--- src/logic/vproc_isa_pkg.sv ---
package vproc_isa_pkg;

    // major opcodes, insn[6:0]
    localparam logic [6:0] OPC_LOAD  = 7'h07;
    localparam logic [6:0] OPC_STORE = 7'h27;
    localparam logic [6:0] OPC_OP    = 7'h57;

    // minor types carried in funct3 of the op major
    localparam logic [2:0] OPIVV = 3'd0;
    localparam logic [2:0] OPIVI = 3'd3;
    localparam logic [2:0] OPCFG = 3'd7;

    // integer funct6 codes
    localparam logic [5:0] F6_ADD = 6'b000000;
    localparam logic [5:0] F6_SUB = 6'b000010;
    localparam logic [5:0] F6_AND = 6'b001001;
    localparam logic [5:0] F6_OR  = 6'b001010;
    localparam logic [5:0] F6_XOR = 6'b001011;

    // element width, the vsew code of vtype
    typedef enum logic [1:0] {
        SEW_8  = 2'd0,
        SEW_16 = 2'd1,
        SEW_32 = 2'd2
    } sew_t;

    // low bit of each field in the instruction word
    localparam int VD_LSB     = 7;
    localparam int FUNCT3_LSB = 12;
    localparam int VS1_LSB    = 15;
    localparam int VS2_LSB    = 20;
    localparam int FUNCT6_LSB = 26;
    localparam int VTYPE_LSB  = 20;
    // vsew sits at vtype[5:3]
    localparam int VSEW_OFS   = 3;

endpackage

--- src/logic/vproc_pipe_pkg.sv ---
package vproc_pipe_pkg;

    // what an instruction does once past decode
    typedef enum logic [1:0] {
        KIND_NONE  = 2'd0,
        KIND_ALU   = 2'd1,
        KIND_LOAD  = 2'd2,
        KIND_STORE = 2'd3
    } insn_kind_t;

    // lane operation
    typedef enum logic [2:0] {
        ALU_ADD = 3'd0,
        ALU_SUB = 3'd1,
        ALU_AND = 3'd2,
        ALU_OR  = 3'd3,
        ALU_XOR = 3'd4
    } alu_op_t;

endpackage

--- src/logic/vproc_decode.sv ---
module vproc_decode #(
    parameter int NUM_VEC = 32
) (
    input  logic                       clk,
    input  logic                       rst,
    input  logic [31:0]                insn_in,
    input  logic                       wb_en,
    input  logic [4:0]                 wb_addr,
    output logic                       proc_rdy,
    output vproc_pipe_pkg::insn_kind_t d_kind,
    output vproc_pipe_pkg::alu_op_t    d_alu_op,
    output logic                       d_imm_mode,
    output vproc_isa_pkg::sew_t        d_sew,
    output logic [4:0]                 d_vs1,
    output logic [4:0]                 d_vs2,
    output logic [4:0]                 d_vd,
    output logic [4:0]                 d_imm
);
    logic [31:0]                f_insn;
    logic                       run;
    logic [6:0]                 f_opcode;
    logic [2:0]                 f_funct3;
    logic [5:0]                 f_funct6;
    logic [4:0]                 f_vs1;
    logic [4:0]                 f_vs2;
    logic [4:0]                 f_vd;
    logic [2:0]                 f_vsew;
    vproc_pipe_pkg::insn_kind_t f_kind;
    vproc_pipe_pkg::alu_op_t    f_alu_op;
    logic                       f_cfg;
    logic                       f_imm_mode;
    logic                       f_writes;
    vproc_isa_pkg::sew_t        sew;
    logic [NUM_VEC-1:0]         sb;
    logic [NUM_VEC-1:0]         sb_next;
    logic                       stall;

    // fetch register, holds while stalled
    always_ff @(posedge clk or negedge rst) begin
        if (!rst) begin
            run    <= 1'b0;
            f_insn <= '0;
        end else begin
            run <= 1'b1;
            if (proc_rdy) begin
                f_insn <= insn_in;
            end
        end
    end

    // field split
    assign f_opcode = f_insn[6:0];
    assign f_funct3 = f_insn[vproc_isa_pkg::FUNCT3_LSB +: 3];
    assign f_funct6 = f_insn[vproc_isa_pkg::FUNCT6_LSB +: 6];
    assign f_vs1    = f_insn[vproc_isa_pkg::VS1_LSB +: 5];
    assign f_vs2    = f_insn[vproc_isa_pkg::VS2_LSB +: 5];
    assign f_vd     = f_insn[vproc_isa_pkg::VD_LSB +: 5];
    assign f_vsew   = f_insn[vproc_isa_pkg::VTYPE_LSB + vproc_isa_pkg::VSEW_OFS +: 3];

    // classify, anything unknown stays kind none
    always_comb begin
        f_kind   = vproc_pipe_pkg::KIND_NONE;
        f_alu_op = vproc_pipe_pkg::ALU_ADD;
        f_cfg    = 1'b0;
        case (f_opcode)
            // mop is funct6[1:0], unit stride only
            vproc_isa_pkg::OPC_LOAD: begin
                if (f_funct6[1:0] == 2'b00) begin
                    f_kind = vproc_pipe_pkg::KIND_LOAD;
                end
            end
            vproc_isa_pkg::OPC_STORE: begin
                if (f_funct6[1:0] == 2'b00) begin
                    f_kind = vproc_pipe_pkg::KIND_STORE;
                end
            end
            vproc_isa_pkg::OPC_OP: begin
                if (f_funct3 == vproc_isa_pkg::OPCFG) begin
                    f_cfg = 1'b1;
                end else if (f_funct3 == vproc_isa_pkg::OPIVV ||
                             f_funct3 == vproc_isa_pkg::OPIVI) begin
                    f_kind = vproc_pipe_pkg::KIND_ALU;
                    case (f_funct6)
                        vproc_isa_pkg::F6_ADD: f_alu_op = vproc_pipe_pkg::ALU_ADD;
                        vproc_isa_pkg::F6_SUB: f_alu_op = vproc_pipe_pkg::ALU_SUB;
                        vproc_isa_pkg::F6_AND: f_alu_op = vproc_pipe_pkg::ALU_AND;
                        vproc_isa_pkg::F6_OR:  f_alu_op = vproc_pipe_pkg::ALU_OR;
                        vproc_isa_pkg::F6_XOR: f_alu_op = vproc_pipe_pkg::ALU_XOR;
                        default:               f_kind   = vproc_pipe_pkg::KIND_NONE;
                    endcase
                end
            end
            default: ;
        endcase
    end

    assign f_imm_mode = (f_kind == vproc_pipe_pkg::KIND_ALU) &&
                        (f_funct3 == vproc_isa_pkg::OPIVI);
    assign f_writes   = (f_kind == vproc_pipe_pkg::KIND_ALU) ||
                        (f_kind == vproc_pipe_pkg::KIND_LOAD);

    // raw on vs1/vs2/store data, waw on own vd
    // a load right behind a store would raise ready in the store's valid cycle
    assign stall = (f_kind == vproc_pipe_pkg::KIND_ALU && !f_imm_mode && sb[f_vs1]) ||
                   (f_kind == vproc_pipe_pkg::KIND_ALU && sb[f_vs2]) ||
                   ((f_writes || f_kind == vproc_pipe_pkg::KIND_STORE) && sb[f_vd]) ||
                   (f_kind == vproc_pipe_pkg::KIND_LOAD && d_kind == vproc_pipe_pkg::KIND_STORE);

    assign proc_rdy = run && !stall;

    // set beats clear when a new writer lands on a retiring reg
    always_comb begin
        sb_next = sb;
        if (wb_en) begin
            sb_next[wb_addr] = 1'b0;
        end
        if (!stall && f_writes) begin
            sb_next[f_vd] = 1'b1;
        end
    end

    always_ff @(posedge clk or negedge rst) begin
        if (!rst) begin
            sb     <= '0;
            sew    <= vproc_isa_pkg::SEW_8;
            d_kind <= vproc_pipe_pkg::KIND_NONE;
        end else begin
            sb     <= sb_next;
            // bubble into D on stall
            d_kind <= stall ? vproc_pipe_pkg::KIND_NONE : f_kind;
            // sew 64 and reserved codes leave sew alone
            if (f_cfg && f_vsew <= 3'd2) begin
                sew <= vproc_isa_pkg::sew_t'(f_vsew[1:0]);
            end
        end
    end

    // sew sampled before a vsetvli in fetch updates it
    always_ff @(posedge clk) begin
        d_alu_op   <= f_alu_op;
        d_imm_mode <= f_imm_mode;
        d_sew      <= sew;
        d_vs1      <= f_vs1;
        d_vs2      <= f_vs2;
        d_vd       <= f_vd;
        d_imm      <= f_vs1;
    end

endmodule

--- config.mk ---
export PLATFORM = sky130hd
export DESIGN_NAME = vproc_decode
export DESIGN_NICKNAME = d
export VERILOG_FILES = /design/src/logic/vproc_isa_pkg.sv /design/src/logic/vproc_pipe_pkg.sv /design/src/logic/vproc_decode.sv
export SDC_FILE = /design/constraint.sdc
export NUM_CORES = 1
export LEC_CHECK = 0
export ABC_AREA = 1
export BUFFER_PORTS_ARGS = -buffer_cell sky130_fd_sc_hd__buf_4
export CAP_MARGIN = 20
export CORE_ASPECT_RATIO = 1.75
export CORE_MARGIN = 2
export CORE_UTILIZATION = 62
export DETAILED_ROUTE_END_ITERATION = 8
export HOLD_SLACK_MARGIN = 0.05
export PLACE_DENSITY = 0.86
export SLEW_MARGIN = 15
export SYNTH_ARGS = -nofsm -noshare
export SYNTH_HDL_FRONTEND = slang
export SYNTH_SLANG_ARGS = --single-unit
--- constraint.sdc ---
create_clock -name clk -period 6.7 [get_ports clk]
set_input_delay 1.34 -clock clk [delete_from_list [all_inputs] [get_ports clk]]
set_output_delay 1.34 -clock clk [all_outputs]
set_load 0.03 [all_outputs]
==> flow_summary_export.csv, run 1 <==
group,metric,value,unit
power,powerDensity,280,nW/um^2
power,cellLeakagePower,2.79,nW
critical_path,timing_worst_setup_path_type,"reg2out",
drt,route.antenna.remaining_nets,0,
critical_path,timing.critical_path.required,5360,ps
finish,nFillCells,634,
finish,flow.area_growth_from_synthesis,15.2,%
finish,fin_nets,763,
timing,totalNegativeSetupSlack,0,ps
placement,place.detailed.instances,797,
drt,route.met2.wl,6820,um
timing,worst_clock_skew,5.97,ps
grt,antenna_found_initial,0,
clocking,clock_latency,340,ps
drt,routed_via_density,5.81,
drt,highest-signal-layer,"met4",
timing,max-slew-margin-rel,35.1,%
timing,unrepaired_setup_endpoints_after_global_routing,"false",
timing,final.hold.worst_slack,368,ps
worst_hold_path,hold_path_class,"reg2reg",
floorplanning,die_x,70.1,um
timing,setup_viol_count_final,0,
drt,drt_pass1_iterations,5,
floorplanning,ios,69,
synth,synth.yosys.seq_area_share,45.3,%
drt,wl_met1,4830,um
drt,met3WireLength,686,um
synth,synth_enable_flop_cells,0,
grt,grt_start_max_net_pins,70,
clocking,hold_buf_count_cts,0,
synth,synthCells,672,
placement,port_buffers,68,
clocking,cts-buffers-inserted,9,
finish,mostFrequentLayoutCell,"nand2_1",
placement,place_congestion,0.997,
clocking,clk_pin_slew_worst_paths,60,ps
grt,globalRoute.totalOverflow,0,
finish,finish.cell_count_without_fillers,813,
floorplanning,die_area,8380,sq um
synth,syn_area_per_cell,7.05,sq um
synth,synth_async_sr_flop_share,76.7,%
clocking,cts_h_tree_depth,3,
timing,worst_pin_slew,973,ps
critical_path,startpoint_type_of_the_worst_setup_path,"flop",
clocking,clockBufferDepth,2,
clocking,tritoncts_num_sinks,90,
power,irDropWorstVdd,0.212,mV
clocking,tritoncts,"yes",
job,max_cap_viol_count,0,
drt,route.detailed.wl_per_inst,16.4,um
grt,total_track_usage,33.3,%
floorplanning,start_util,63.4,%
synth,synth.lib_cells_used.distinct,27,
finish,mostFrequentLayoutCells,"nand2_1, nand3_1, nor2_1, buf_4, dfrtp_1",
critical_path,worst-path-max-fanout,33,
timing,time_the_worst_path_needs_with_i_o_delays_and_setup,4470,ps
drt,drt-initial-drc-count,490,
synth,ys_warn_count,0,
critical_path,crit_path_capture_type,"output pin",
placement,post-dp-hpwl,9450,um
finish,antenna_cells,0,
drt,routed-via-count,4725,
grt,vias_in_the_first_global_route,4564,
floorplanning,die_y,120,um
critical_path,worstPathArrival,3130,ps
synth,synth_fp_nets,715,
timing,final_count_of_pins_violating_max_slew,0,
status,status,"finished, final reports clean",
clocking,post_cts_buffers,0,
floorplanning,floorplan.core_area,7460,sq um
clocking,clock_tree.root_cell,"clkbuf_16",
drt,drcViolationCount,0,
floorplanning,num_rows,42,
grt,grt_first_pass_wirelength,21800,um
finish,drive_gt1_share,12.8,%
timing,min_period_over_period,66.7,%
clocking,cts-resized-gates,0,
synth,post_synth_instance_area,4730,sq um
drt,wirelength,13400,um
placement,placedInstanceArea,5160,sq um
finish,design_area,5450,sq um
timing,hold_viol_final,0,
synth,ffs_latches_synth,90,
synth,synth-main-ff-cell,"dfrtp_1",
timing,max_clock_freq,224,MHz
synthesized netlist by cell type, drive strengths merged (2+ instances only):
cell type / instances / area (sq um)
inv: 58 / 220
o21a: 2 / 15.0
ha: 3 / 37.5
buf: 31 / 214
clkbuf: 3 / 11.3
a21oi: 3 / 15.0
o21ai: 41 / 205
dfrtp: 69 / 1730
nor3: 13 / 65.1
nand2: 213 / 805
nand3: 135 / 676
nor2: 72 / 273
dfxtp: 21 / 420
nand4: 3 / 18.8
cell families (layout without fill, tap and decap cells):
kind of cell | count (synthesis) | in the layout | share of synthesized area (%)
flip-flops | 90 | 90 | 45.3
adder cells (fa/ha/maj) | 3 | 3 | 0.793
AO/OA/AOI/OAI | 49 | 49 | 5.44
AND/OR/NAND/NOR | 437 | 437 | 38.9
other | 1 | 1 | 0.0792
buffers and inverters | 92 | 145 | 9.41
critical path, cell delays in order (launching register included):
cell and delay [ps]:
dfrtp_1 380, nor2_1 100, nand3_1 90, nor4_1 410, nand2_1 150, o31ai_1 310
nor2_1 130, ha_1 210, inv_1 60, nand3_1 70, nor2_1 160, a21oi_1 80
nand4_1 70, buf_4 310, inv_1 80, buf_4 170
power by group:
group | internal [mW] | total, mW | switching [mW]
clock network | 0.289 | 0.497 | 0.208
logic | 0.113 | 0.304 | 0.191
registers | 0.614 | 0.723 | 0.109
total | 1.02 | 1.52 | 0.508
metal layers:
| layer | track usage, % | vias to the layer above |
|---|---|---|
| li1 | - | 2252 |
| met1 | 36.6 | 2187 |
| met2 | 56.8 | 212 |
| met3 | 5.71 | 74 |
| met4 | 24.2 | 0 |
| met5 | 0 | - |
per-stage QoR:
stage               setup slack (ps)  total power, mW  utilization, %
floorplan                       3070            0.902               -
global placement                2770             1.01            69.1
detailed placement              2610             1.03            69.1
CTS                             2230             1.52            73.1
global route                    1840             1.59            73.1
finish                          2230             1.52            73.1
path summary, 6_finish.rpt:
check | from | endpoint | slack (ps) | cells past startpoint
min in group asynchronous | rst | sb[27]$_DFF_PN0_ | 1110 | 1
max in group asynchronous | rst | f_insn[19]$_DFFE_PN0P_ | 5020 | 1
hold / removal | sew[0]$_DFFE_PN0P_ | d_sew[0]$_DFF_P_ | 370 | 0
hold reg to reg | sew[0]$_DFFE_PN0P_ | d_sew[0]$_DFF_P_ | 370 | 0
setup / recovery | f_insn[3]$_DFFE_PN0P_ | proc_rdy | 2230 | 15
setup reg to reg | f_insn[3]$_DFFE_PN0P_ | f_insn[5]$_DFFE_PN0P_ | 3410 | 13
registers in the layout, summed over array words and instances, names as in the netlist, 2 cells and up:
register / cells
d_kind: 2
d_sew: 2
sew: 2
d_vd: 5
d_alu_op: 3
d_vs2: 5
sb: 32
d_imm: 5
f_insn: 32
cell type report:
type	instances	area [sq um]	share of cell area (%)
Clock buffer	10	229	4.20
Clock inverter	6	66.3	1.22
Inverter	58	220	4.04
Multi-Input combinational cell	490	2150	39.4
Sequential cell	90	2150	39.4
Tap cell	88	110	2.02
Timing Repair Buffer	71	533	9.78
No activity file was read; power rests on OpenSTA's default activity.
==> run 2: changes to the inputs <==
- CORE_UTILIZATION: 62 -> 52
- PLACE_DENSITY: 0.86 -> 0.77
- clock period: 6.7 -> 4 ns (I/O delays scaled with it)
==> run 2 against run 1 <==
  * Critical path depth shrank 1
  * Register-to-register slack worse by 2500 ps
  * Utilization is 11 points lower
  * Sequential share of layout area shrank 0.84 points
==> flow_summary_export.csv, run 2 (synthesis gave the netlist of run 1 again) <==
group,metric,value,unit
finish,fin_nets,767,
clocking,cts_h_tree_depth,3,
floorplanning,floorplan.core_area,8980,sq um
critical_path,critical-path-max-stage-delay,440,ps
drt,drt_pass1_iterations,6,
drt,route.antenna.remaining_nets,0,
clocking,cts-resized-gates,0,
status,status,"finished, final reports clean",
grt,total_track_usage,29.3,%
clocking,post_cts_buffers,0,
clocking,tritoncts_num_sinks,90,
job,max_cap_viol_count,0,
timing,max-slew-margin-rel,30.8,%
finish,ff_latch_area,2150,sq um
timing,max_clock_freq,275,MHz
critical_path,timing.reg2reg.setup_slack,920,ps
finish,post-route-util,62.1,%
grt,grt_start_max_net_pins,70,
drt,route.detailed.wl_per_inst,16.3,um
timing,hold_viol_final,0,
floorplanning,ios,69,
power,power.total,2.70,mW
clocking,clockBufferDepth,2,
drt,routed_via_density,5.57,
placement,port_buffers,68,
drt,wirelength,13800,um
placement,placement.setup.worst_slack,750,ps
drt,drt-initial-drc-count,494,
critical_path,startpoint_type_of_the_worst_setup_path,"flop",
finish,mostFrequentLayoutCells,"nand2_1, nand3_1, buf_4",
floorplanning,die_area,9910,sq um
placement,post-dp-hpwl,9910,um
critical_path,crit_family,"simple AND/OR/NAND/NOR gates",
floorplanning,start_util,52.7,%
power,irDropWorstVdd,0.293,mV
power,powerDensity,485,nW/um^2
finish,drive_gt1_share,13.3,%
worst_hold_path,hold_path_class,"reg2reg",
finish,flow.area_growth_from_synthesis,17.7,%
critical_path,worstPathArrival,2840,ps
placement,place_congestion,0.975,
critical_path,crit_path_capture_type,"output pin",
critical_path,r2r-end,"sb[7]$_DFF_PN0_",
timing,final_count_of_pins_violating_max_slew,0,
critical_path,total_stage_count_of_the_critical_path,14,
clocking,clock_latency,350,ps
grt,globalRoute.totalOverflow,0,
critical_path,timing_worst_setup_path_type,"reg2out",
floorplanning,num_rows,46,
clocking,tritoncts,"yes",
finish,nFillCells,849,
critical_path,cp-endpoint,"proc_rdy",
floorplanning,die_y,130,um
critical_path,timing.critical_path.required,3200,ps
critical_path,critPathSlowestCell,"nor4_1",
critical_path,r2r-start,"f_insn[3]$_DFFE_PN0P_",
grt,vias_in_the_first_global_route,4562,
critical_path,path_buf_inv,4,
timing,min_period_over_period,90.9,%
timing,postLayoutSetupSlackWorst,364,ps
critical_path,worst_setup_path_startpoint,"f_insn[3]$_DFFE_PN0P_",
finish,antenna_cells,0,
grt,grt_first_pass_wirelength,22500,um
drt,routed-via-count,4725,
timing,unrepaired_setup_endpoints_after_global_routing,"false",
critical_path,worst-path-max-fanout,3,
power,cellLeakagePower,2.84,nW
timing,setup_viol_count_final,0,
clocking,clk_pin_slew_worst_paths,70,ps
critical_path,crit_path_cell_trace,"nor2_1 -> nand3_1 -> nor4_1 -> nand4_1 -> nor2_1 -> nor2_1 -> inv_1 -> ha_1 -> inv_1 -> a31oi_1 -> nand2_1 -> nand4_1 -> inv_1 -> buf_4",
finish,mostFrequentLayoutCell,"nand2_1",
drt,drcViolationCount,0,
finish,reg_top3,"f_insn x32, sb x32",
timing,worst_pin_slew,1040,ps
floorplanning,die_x,76.1,um
timing,time_the_worst_path_needs_with_i_o_delays_and_setup,3640,ps
critical_path,ff2ff_path_depth,13,
grt,antenna_found_initial,0,
finish,multiInputGateArea,2150,sq um
timing,totalNegativeSetupSlack,0,ps
clocking,cts-buffers-inserted,9,
clocking,clock_tree.root_cell,"clkbuf_16",
clocking,hold_buf_count_cts,0,
timing,worst_clock_skew,10.1,ps
## run 2: worst min path at each step
stage	startpoint	end	slack [ps]	cells after the start
final	sew[0]$_DFFE_PN0P_	d_sew[0]$_DFF_P_	390	0
after floorplan	f_insn[16]$_DFFE_PN0P_	d_imm[1]$_DFF_P_	340	0
after global placement	sew[1]$_DFFE_PN0P_	d_sew[1]$_DFF_P_	360	0
after detailed placement	sew[0]$_DFFE_PN0P_	d_sew[0]$_DFF_P_	360	0
after CTS	sew[0]$_DFFE_PN0P_	d_sew[0]$_DFF_P_	390	0
after global routing	sew[0]$_DFFE_PN0P_	d_sew[0]$_DFF_P_	400	0
## run 2: layout make-up
cell class                      count  area share (%)
Clock buffer                       10            4.11
Clock inverter                      6            2.07
Inverter                           58            3.95
Multi-Input combinational cell    490            38.5
Sequential cell                    90            38.5
Tap cell                          120            2.69
Timing Repair Buffer               75            10.1
## run 2: metal layers
layer  global-route usage [%]  vias up  routed length, um
met3                     5.39       59                856
met1                     32.5     2167               4910
met5                        0        -                  0
li1                         -     2261                  -
met4                     18.6        0                879
met2                     51.9      238               7180
## run 2: power breakdown
part           switching, mW  total, mW  internal, mW
Clock                  0.360      0.974         0.614
Combinational          0.330      0.523         0.193
Sequential             0.175       1.20          1.03
## run 2: through the flow
| step | area [sq um] | cells | hold slack (ps) |
|---|---|---|---|
| 6_report | 5570 | 849 | 392 |
| 5_1_grt | 5570 | 849 | 396 |
| 4_1_cts | 5570 | 849 | 387 |
| 3_5_place_dp | 5230 | 833 | 363 |
| 3_3_place_gp | 5230 | 833 | 361 |
| 2_1_floorplan | 4730 | 672 | 342 |
==> run 3: changes to the inputs <==
- CORE_MARGIN: 2 -> 1.5
- CORE_UTILIZATION: 52 -> 57
- PLACE_DENSITY: 0.77 -> 0.8
- clock period: 4 -> 3.4 ns (I/O delays scaled with it)
==> run 3 against run 2 <==
  * Wire length down 2.5%
  * Clock skew decreased by 2.9 ps
  * Clock-buffer cell count unchanged
  * Power rose by 13%
  * Register-to-register slack worse by 570 ps
  * Via count down 0.99%
  * Hold slack worse by 14 ps
  * Die area is 10% lower
  * Critical path depth unchanged
  * Sequential share of layout area grew 0.31 points
  * First-iteration DRC count decreased by 3.4%
==> flow_summary_export.csv, run 3 (synthesis gave the netlist of run 1 again) <==
group,metric,value,unit
status,status,"finished, final reports clean",
clocking,clockBufferDepth,2,
drt,routed_via_density,5.70,
finish,post-route-util,69.0,%
finish,mostFrequentLayoutCell,"nand2_1",
drt,routed-via-count,4678,
finish,flow.area_growth_from_synthesis,16.8,%
timing,unrepaired_setup_endpoints_after_global_routing,"true",
timing,worst_pin_slew,892,ps
power,cellLeakagePower,2.83,nW
critical_path,timing.reg2reg.setup_slack,350,ps
placement,place_congestion,0.941,
clocking,hold_buf_count_cts,0,
power,irDropWorstVdd,0.398,mV
critical_path,timing_worst_setup_path_type,"reg2out",
clocking,tritoncts,"yes",
finish,fin_nets,769,
clocking,clock_tree.root_cell,"clkbuf_16",
floorplanning,die_y,124,um
worst_hold_path,hold_path_class,"reg2reg",
floorplanning,die_area,8880,sq um
critical_path,r2r-end,"sb[14]$_DFF_PN0_",
finish,reg_top3,"f_insn x32, sb x32",
grt,total_track_usage,32.2,%
timing,setup_viol_count_final,0,
grt,grt_first_pass_wirelength,22000,um
finish,mostFrequentLayoutCells,"nand2_1, nand3_1, buf_4",
worst_hold_path,holdPathStages,0,
timing,hold_viol_final,0,
finish,drive_gt1_share,13.8,%
floorplanning,num_rows,43,
grt,vias_in_the_first_global_route,4558,
placement,port_buffers,68,
drt,wirelength,13500,um
timing,min_period_over_period,98.3,%
clocking,clock_latency,350,ps
critical_path,worstPathArrival,2660,ps
critical_path,worst-path-max-fanout,3,
worst_hold_path,worst_hold_path.endpoint,"d_sew[0]$_DFF_P_",
clocking,clk_pin_slew_worst_paths,70,ps
critical_path,crit_path_capture_type,"output pin",
drt,drt_pass1_iterations,6,
clocking,cts-buffers-inserted,9,
floorplanning,start_util,59.1,%
drt,drcViolationCount,0,
worst_hold_path,hold_start,"sew[0]$_DFFE_PN0P_",
timing,final.hold.worst_slack,377,ps
floorplanning,die_x,71.9,um
critical_path,ff2ff_path_depth,19,
clocking,tritoncts_num_sinks,90,
placement,placedInstanceArea,5200,sq um
finish,design_area,5530,sq um
timing,worst_clock_skew,7.23,ps
floorplanning,floorplan.core_area,8020,sq um
clocking,cts_h_tree_depth,3,
timing,max_clock_freq,299,MHz
finish,antenna_cells,0,
critical_path,startpoint_type_of_the_worst_setup_path,"flop",
drt,route.antenna.remaining_nets,0,
job,max_cap_viol_count,0,
critical_path,r2r-start,"f_insn[2]$_DFFE_PN0P_",
critical_path,timing.critical_path.required,2720,ps
grt,grt_start_max_net_pins,70,
drt,route.detailed.wl_per_inst,16.4,um
grt,globalRoute.totalOverflow,0,
floorplanning,ios,69,
timing,max-slew-margin-rel,40.5,%
timing,time_the_worst_path_needs_with_i_o_delays_and_setup,3340,ps
grt,antenna_found_initial,0,
placement,post-dp-hpwl,9430,um
clocking,post_cts_buffers,0,
power,powerDensity,551,nW/um^2
timing,final_count_of_pins_violating_max_slew,0,
drt,drt-initial-drc-count,477,
## run 3: critical path, cell delays in order, from the launching register on
cell and delay (ps):
dfrtp_1 380, nor2_1 100, nand3_1 150, nor4_4 220, nand2_1 130, o31ai_2 250, nor2_1 120, ha_1 210
inv_1 70, nand3_1 80, nor2_1 160, a21oi_1 90, nand4_1 130, inv_1 70, buf_4 170
## run 3: cell type report
cell class              count  area, sq um
repair buffers             76          571
well taps                  90          113
flip-flops and latches     90         2150
multi-input cells         491         2170
clock buffers              10          229
clock inverters             6         75.1
inverters                  58          220
fillers                   724         2490
## run 3: worst max-delay path by stage
| stage | slack (ps) | start | cells after the start | endpoint |
|---|---|---|---|---|
| 6_report | 60 | f_insn[3]$_DFFE_PN0P_ | 14 | proc_rdy |
| 3_5_place_dp | 170 | f_insn[3]$_DFFE_PN0P_ | 13 | sb[27]$_DFF_PN0_ |
| 2_1_floorplan | 430 | f_insn[3]$_DFFE_PN0P_ | 13 | proc_rdy |
| 3_3_place_gp | 320 | f_insn[3]$_DFFE_PN0P_ | 13 | sb[22]$_DFF_PN0_ |
| 4_1_cts | 40 | f_insn[3]$_DFFE_PN0P_ | 14 | proc_rdy |
| 5_1_grt | -190 | f_insn[3]$_DFFE_PN0P_ | 14 | proc_rdy |
## run 3: metal layers
metal	track usage [%]	wire length [um]	vias to the layer above
li1	-	-	2258
met1	36.9	5060	2171
met2	56.4	7080	204
met3	5.70	721	45
met4	17.3	629	0
met5	0	0	-
## run 3: metrics by stage
| step | TNS, ps | total power, mW | std cells | setup WS, ps |
|---|---|---|---|---|
| after floorplan | 0 | 1.78 | 672 | 429 |
| after global placement | 0 | 2.01 | 804 | 316 |
| after detailed placement | 0 | 2.03 | 804 | 166 |
| after CTS | 0 | 3.04 | 820 | 36.9 |
| after global routing | -202 | 3.20 | 821 | -194 |
| final | 0 | 3.05 | 821 | 58.4 |
## run 3: power breakdown
| part | total (mW) | switching (mW) | internal, mW |
|---|---|---|---|
| sequential | 1.41 | 0.196 | 1.21 |
| combinational | 0.621 | 0.392 | 0.229 |
| clock | 1.02 | 0.437 | 0.582 |
| total | 3.05 | 1.03 | 2.02 |
## run 3: timing repair
action / CTS / global route
pin swaps: 0 / 1
cloned: 0 / 1
resized for setup: 1 / 2
setup endpoints to repair: 1 / 33
